===== config.mk =====
export PLATFORM = sky130hd
export DESIGN_NAME = cache_system
export DESIGN_NICKNAME = d
export VERILOG_FILES = /design/src/cache_pkg.sv /design/src/cache_system.sv /design/src/mem_arbiter.sv /design/src/l1_cache.sv
export SDC_FILE = /design/constraint.sdc
export NUM_CORES = 2
export LEC_CHECK = 0
export CAP_MARGIN = 20
export CORE_MARGIN = 4
export CORE_UTILIZATION = 50
export DETAILED_ROUTE_END_ITERATION = 10
export DONT_BUFFER_PORTS = 1
export HOLD_SLACK_MARGIN = 0.05
export RECOVER_POWER = 50
export SYNTH_ARGS = -nofsm -noshare
export SYNTH_HDL_FRONTEND = slang
export SYNTH_SLANG_ARGS = --single-unit

===== constraint.sdc =====
create_clock -name clk -period 5.3 [get_ports clk]
set_clock_uncertainty 0.2 [all_clocks]
set_input_delay 0 -clock clk [delete_from_list [all_inputs] [get_ports clk]]
set_output_delay 0 -clock clk [all_outputs]
set_load 0.01 [all_outputs]

===== src/cache_pkg.sv =====
// shared cache types and geometry; word addresses only, no byte enables, lines are 4 words
package cache_pkg;

	// --------------------
	// geometry
	// --------------------
	localparam int word_w      = 32;
	localparam int line_words  = 4;
	localparam int line_w      = word_w * line_words;	// 128
	localparam int num_lines   = 8;
	localparam int proc_addr_w = 30;	// word address from the processor
	localparam int offset_w    = $clog2(line_words);
	localparam int index_w     = $clog2(num_lines);
	localparam int mem_addr_w  = proc_addr_w - offset_w;	// line address on the bus
	localparam int tag_w       = proc_addr_w - index_w - offset_w;

	// --------------------
	// processor side
	// --------------------
	typedef struct packed {
		logic [tag_w-1:0]    tag;
		logic [index_w-1:0]  index;
		logic [offset_w-1:0] offset;	// word within the line
	} proc_addr_t;

	// read and write both high is a no-op
	typedef struct packed {
		logic              read;
		logic              write;
		proc_addr_t        addr;
		logic [word_w-1:0] wdata;
	} proc_req_t;

	typedef struct packed {
		logic              stall;
		logic [word_w-1:0] rdata;
	} proc_rsp_t;

	// --------------------
	// memory side
	// --------------------
	// levels held until ready
	typedef struct packed {
		logic                  read;
		logic                  write;
		logic [mem_addr_w-1:0] addr;
		logic [line_w-1:0]     wdata;
	} mem_req_t;

	// ready is a single cycle pulse
	typedef struct packed {
		logic              ready;
		logic [line_w-1:0] rdata;
	} mem_rsp_t;

	typedef struct packed {
		logic              valid;
		logic              dirty;
		logic [tag_w-1:0]  tag;
		logic [line_w-1:0] data;
	} cache_line_t;

	typedef enum logic [1:0] {
		idle,
		write_back,
		refill
	} miss_state_t;

endpackage

===== src/cache_system.sv =====
// two l1 caches on one slow memory bus; the caches are not coherent with each other
`timescale 1ns/1ps

module cache_system import cache_pkg::*; (
	input  logic      clk,
	input  logic      proc_reset,
	input  proc_req_t i_req,
	output proc_rsp_t i_rsp,
	input  proc_req_t d_req,
	output proc_rsp_t d_rsp,
	output mem_req_t  mem_req,
	input  mem_rsp_t  mem_rsp
);

	mem_req_t i_mem_req;
	mem_req_t d_mem_req;
	mem_rsp_t i_mem_rsp;
	mem_rsp_t d_mem_rsp;

	// --------------------
	// caches
	// --------------------
	l1_cache i_cache (
		.clk        (clk),
		.proc_reset (proc_reset),
		.req        (i_req),
		.rsp        (i_rsp),
		.mem_req    (i_mem_req),
		.mem_rsp    (i_mem_rsp)
	);

	l1_cache d_cache (
		.clk        (clk),
		.proc_reset (proc_reset),
		.req        (d_req),
		.rsp        (d_rsp),
		.mem_req    (d_mem_req),
		.mem_rsp    (d_mem_rsp)
	);

	// shared bus
	mem_arbiter arbiter (
		.clk        (clk),
		.proc_reset (proc_reset),
		.i_mem_req  (i_mem_req),
		.d_mem_req  (d_mem_req),
		.i_mem_rsp  (i_mem_rsp),
		.d_mem_rsp  (d_mem_rsp),
		.mem_req    (mem_req),
		.mem_rsp    (mem_rsp)
	);

endmodule


===== src/mem_arbiter.sv =====
// round-robin arbiter for two caches; a grant lasts as long as its owner keeps a request up
`timescale 1ns/1ps

module mem_arbiter import cache_pkg::*; (
	input  logic     clk,
	input  logic     proc_reset,
	input  mem_req_t i_mem_req,
	input  mem_req_t d_mem_req,
	output mem_rsp_t i_mem_rsp,
	output mem_rsp_t d_mem_rsp,
	output mem_req_t mem_req,
	input  mem_rsp_t mem_rsp
);

	logic busy_q;	// a grant was live last cycle
	logic owner_q;	// 0 = i side, 1 = d side
	logic last_q;	// winner of the most recent new grant

	logic i_want;
	logic d_want;
	logic owner_want;
	logic hold;
	logic pick_d;
	logic grant_d;
	logic grant_valid;

	assign i_want = i_mem_req.read | i_mem_req.write;
	assign d_want = d_mem_req.read | d_mem_req.write;

	// --------------------
	// grant selection
	// --------------------
	assign owner_want = owner_q ? d_want : i_want;
	assign hold       = busy_q && owner_want;	// whole miss under one grant

	// contention alternates away from the last winner
	assign pick_d = (i_want && d_want) ? ~last_q : d_want;

	assign grant_d     = hold ? owner_q : pick_d;
	assign grant_valid = hold || i_want || d_want;

	always_ff @(posedge clk or posedge proc_reset) begin
		if (proc_reset) begin
			busy_q  <= 1'b0;
			owner_q <= 1'b0;
			last_q  <= 1'b1;	// i side wins the first tie
		end else begin
			busy_q  <= grant_valid;
			owner_q <= grant_d;
			if (grant_valid && !hold)
				last_q <= pick_d;
		end
	end

	// --------------------
	// bus steering
	// --------------------
	always_comb begin
		if (!grant_valid)
			mem_req = '0;	// idle bus
		else if (grant_d)
			mem_req = d_mem_req;
		else
			mem_req = i_mem_req;
	end

	// ready goes to the owner only, line data is shared
	assign i_mem_rsp.ready = mem_rsp.ready && grant_valid && !grant_d;
	assign i_mem_rsp.rdata = mem_rsp.rdata;
	assign d_mem_rsp.ready = mem_rsp.ready && grant_valid && grant_d;
	assign d_mem_rsp.rdata = mem_rsp.rdata;

endmodule


===== src/l1_cache.sv =====
// direct-mapped write-back cache; caller must hold req stable while stall is high
`timescale 1ns/1ps

module l1_cache import cache_pkg::*; (
	input  logic      clk,
	input  logic      proc_reset,
	input  proc_req_t req,
	output proc_rsp_t rsp,
	output mem_req_t  mem_req,
	input  mem_rsp_t  mem_rsp
);

	// --------------------
	// line storage
	// --------------------
	logic [num_lines-1:0] valid_q;
	logic [num_lines-1:0] dirty_q;
	logic [tag_w-1:0]     tag_mem  [num_lines];
	logic [line_w-1:0]    data_mem [num_lines];

	miss_state_t state_q;
	miss_state_t state_d;

	proc_addr_t  addr;
	cache_line_t cur;	// line selected by the request index
	logic        access;
	logic        hit;
	logic        wr_hit;
	logic        fill;

	assign addr = req.addr;

	assign cur.valid = valid_q[addr.index];
	assign cur.dirty = dirty_q[addr.index];
	assign cur.tag   = tag_mem[addr.index];
	assign cur.data  = data_mem[addr.index];

	assign access = req.read ^ req.write;	// both high does nothing
	assign hit    = cur.valid && (cur.tag == addr.tag);
	assign wr_hit = (state_q == idle) && req.write && !req.read && hit;
	assign fill   = (state_q == refill) && mem_rsp.ready;

	// --------------------
	// miss fsm
	// --------------------
	always_comb begin
		state_d       = state_q;
		rsp.stall     = 1'b0;
		rsp.rdata     = cur.data[addr.offset*word_w +: word_w];
		mem_req.read  = 1'b0;
		mem_req.write = 1'b0;
		mem_req.addr  = '0;
		mem_req.wdata = cur.data;	// only meaningful during write back

		case (state_q)
			idle: begin
				if (access && !hit) begin
					rsp.stall = 1'b1;
					// victim must go out first if modified
					if (cur.valid && cur.dirty)
						state_d = write_back;
					else
						state_d = refill;
				end
			end
			write_back: begin
				rsp.stall     = 1'b1;
				mem_req.write = 1'b1;
				mem_req.addr  = {cur.tag, addr.index};	// stored tag
				if (mem_rsp.ready)
					state_d = refill;
			end
			refill: begin
				rsp.stall    = 1'b1;
				mem_req.read = 1'b1;
				mem_req.addr = {addr.tag, addr.index};	// requested tag
				if (mem_rsp.ready)
					state_d = idle;
			end
			default: begin
				state_d = idle;
			end
		endcase
	end

	always_ff @(posedge clk or posedge proc_reset) begin
		if (proc_reset) begin
			state_q <= idle;
		end else begin
			state_q <= state_d;
		end
	end

	// --------------------
	// line status bits
	// --------------------
	always_ff @(posedge clk or posedge proc_reset) begin
		if (proc_reset) begin
			valid_q <= '0;	// every line starts empty
			dirty_q <= '0;
		end else if (fill) begin
			valid_q[addr.index] <= 1'b1;
			dirty_q[addr.index] <= 1'b0;	// fresh line is clean
		end else if (wr_hit) begin
			dirty_q[addr.index] <= 1'b1;
		end
	end

	// tags and data
	always_ff @(posedge clk) begin
		if (fill) begin
			tag_mem[addr.index]  <= addr.tag;
			data_mem[addr.index] <= mem_rsp.rdata;
		end else if (wr_hit) begin
			// merge one word, rest of the line untouched
			data_mem[addr.index][addr.offset*word_w +: word_w] <= req.wdata;
		end
	end

endmodule


==> metrics.txt <==
status=finished with violations; failing checks=max-capacitance violations, max-slew violations, negative setup slack; die height=457 um; Slew Viols, Final=487; root buffer cell=clkbuf_16; clock slew at reported path FFs=0.06 ns; WHS=0.0654 ns; PortBufs=0; GR peak layer=met2; Slowest cell on crit path=dlygate4sd3_1; drt total wl=403 mm; minimum clock period=5.50 ns; GR Util met1=0.462; antenna violations before repair=55; Syn Area/Cell=16.0 um2; Post-route DRC=0; DRT Pass-1 Iters=6; Max-Cap Viols=20; initial core utilization=0.504; ys async rst share=0.0157; vias in the first global route=63282; Ports=483; final setup fails=203; fin util=0.596; largest area contributor in the netlist=edfxtp_1; met2 Usage GRT=0.567; Worst Path Arrival=5.95 ns; Synth Flop Type=edfxtp_1; clock tree from TritonCTS=done; largest net degree at the start of global routing=215; worst-margin pin slew=3.19 ns; Area growth, synth to finish=18.2%; CTS Buf Count=279; Max Root-Sink Buffers=4; YS warnings=0; worst rel slew slack=-1.14; Startpoint Class=primary input; Seq cells post-synth=2487; HPWL Detailed=259 mm; H-tree depth=5; Post-synth EDFFs=2448; top cells by area, synth=edfxtp_1, mux2i_1, a22oi_1, nand2_1, a221oi_1; critical path fanouts, max=63; Overall Power=49.0 mW; Setup Crit Path Kind=primary input to register; GRT overflow=0; Rows=164; Clk Latency, worst-skew pair=0.92 ns; cell with the most instances after synthesis=edfxtp_1; cell area power density=411 nW/um2; cell breakdown of the critical path=dlygate4sd3_1, nor2b_2, a22oi_1, and3b_1, nor4b_1, nand4_1, nor4_2, buf_4, and3_1, clkbuf_1, mux2i_1, clkbuf_4; wire length per cell=40.7 um; DP Area=106000 um2; Core ar.=200000 um2; Tot GR Track Use=0.378; clk sink count=2487; Seq/Total Area, Yosys=0.738; Reg2Reg Setup Slack=0.07 ns; vias per cell=6.80; Cells after Synth=6299; Vias=67413; design area=119000 um2; Iteration-0 DRC Markers=10690; VDD IR max=0.000363 V; first-pass GRT wire length=542 mm; layout cells sized above 1=0.136; crit end category=register; die footprint=209000 um2; final net count=7309; Synth top cells by count=edfxtp_1, a22oi_1, nand2_1, mux2i_1, clkbuf_1; RePlAce Congestion=0.942; PnR worst setup slack=-0.198 ns; Fin. Hold Viols=0; Post CTS Setup Buffer Count=0; P_leak=38.9 nW; die width=457 um; Synth Cell Area=101000 um2; Final period util=1.04; Largest stage delay, worst path=1.15 ns; Worst EP required=5.75 ns; Filler cells=15231; Post-Syn Nets=6576; Min-Delay Path Class=primary input to output port; Max Clk Rate=0.182 GHz; post-route ant nets=0; post-synth top area share=0.728; post-route setup TNS=-17.37 ns; GR Layer Usage met3=0.0894; library cells used by synthesis=73
-- cell usage in the layout, fill, tap and decap left out, types with 55 or more instances in the layout --
master	netlist	final
o22ai_1	104	104
clkbuf_16	0	287
dlygate4sd3_1	0	511
o21ai_0	211	201
nor2_1	152	143
mux2i_1	495	495
edfxtp_1	2448	2448
mux2_2	133	132
nor3_1	57	55
and3_1	74	68
mux4_2	64	64
inv_1	162	158
a21oi_1	134	119
a221oi_1	176	171
a22oi_1	556	556
clkbuf_1	247	121
buf_4	23	209
a22o_1	128	128
nand2_1	496	494
-- registers in the layout, summed over array words and instances, names as in the netlist, named ones only --
name / flops
d_cache.data_mem: 1024
i_cache.data_mem: 1024
d_cache.tag_mem: 200
i_cache.tag_mem: 200
d_cache.valid_q: 8
i_cache.valid_q: 8
d_cache.state_q: 2
i_cache.state_q: 2
arbiter.busy_q: 1
arbiter.last_q: 1
arbiter.owner_q: 1
-- critical path, delay by kind of cell --
family	cells	cell delay (ns)
AOI/OAI and AO/OA	1	0.19
buffers and inverters	4	2.84
muxes	1	0.25
and+or+nand+nor	6	2.54
-- per-layer routing --
metal,part of all wire,vias up
met5,0.00034,-
met4,0.11,20
met3,0.11,1316
met2,0.44,5390
met1,0.33,33971
li1,-,26716
-- where the power goes --
group | total, mW | internal (mW) | switching (mW)
Combinational | 7.97 | 1.86 | 6.11
Sequential | 22.5 | 22.4 | 0.167
Clock | 18.5 | 10.9 | 7.58
Total | 49.0 | 35.2 | 13.9
-- path summary, 6_finish.rpt --
| path | start | to | cells past startpoint |
|---|---|---|---|
| max | d_req[36] | d_cache.data_mem[5][63] | 12 |
| min | d_req[32] | d_rsp[14] | 2 |
| max reg2reg | i_cache.tag_mem[3][4] | i_cache.data_mem[3][22] | 9 |
| min reg2reg | d_cache.valid_q[0] | d_cache.valid_q[0] | 1 |
| max in group asynchronous | proc_reset | async pin | 5 |
| min in group asynchronous | proc_reset | async pin | 5 |
-- per-stage QoR --
stage | instances | setup WS, ns
finish | 9913 | -0.198
global route | 9892 | -0.0343
CTS | 9859 | 0.265
detailed placement | 8885 | 0.806
global placement | 8881 | 0.903
floorplan | 6299 | 0.841
-- repair_timing --
item,in CTS,in global routing
hold buffers,515,0
endpoints found under the hold margin,4363,0
gates resized for setup,0,1
endpoints found under the setup margin,0,16
-- area by class of cell --
type / count / area (um2) / area share
Sequential cell: 2487 / 74500 / 0.624
Inverter: 164 / 617 / 0.00517
Multi-Input combinational cell: 3209 / 24100 / 0.202
Timing Repair Buffer: 891 / 8190 / 0.0686
Tap cell: 2656 / 3320 / 0.0278
Antenna cell: 47 / 118 / 0.000985
Clock inverter: 115 / 1080 / 0.00908
Clock buffer: 344 / 7440 / 0.0623
-- logic make-up after synthesis --
logic type	share of synthesized area
flops	0.738
fa+ha+maj	0.00223
buf+inv	0.0278
mux	0.0787
simple gates	0.0432
xor+xnor	0.00226
compound gates	0.108
Note: power is estimated with default switching activity, not from simulation.
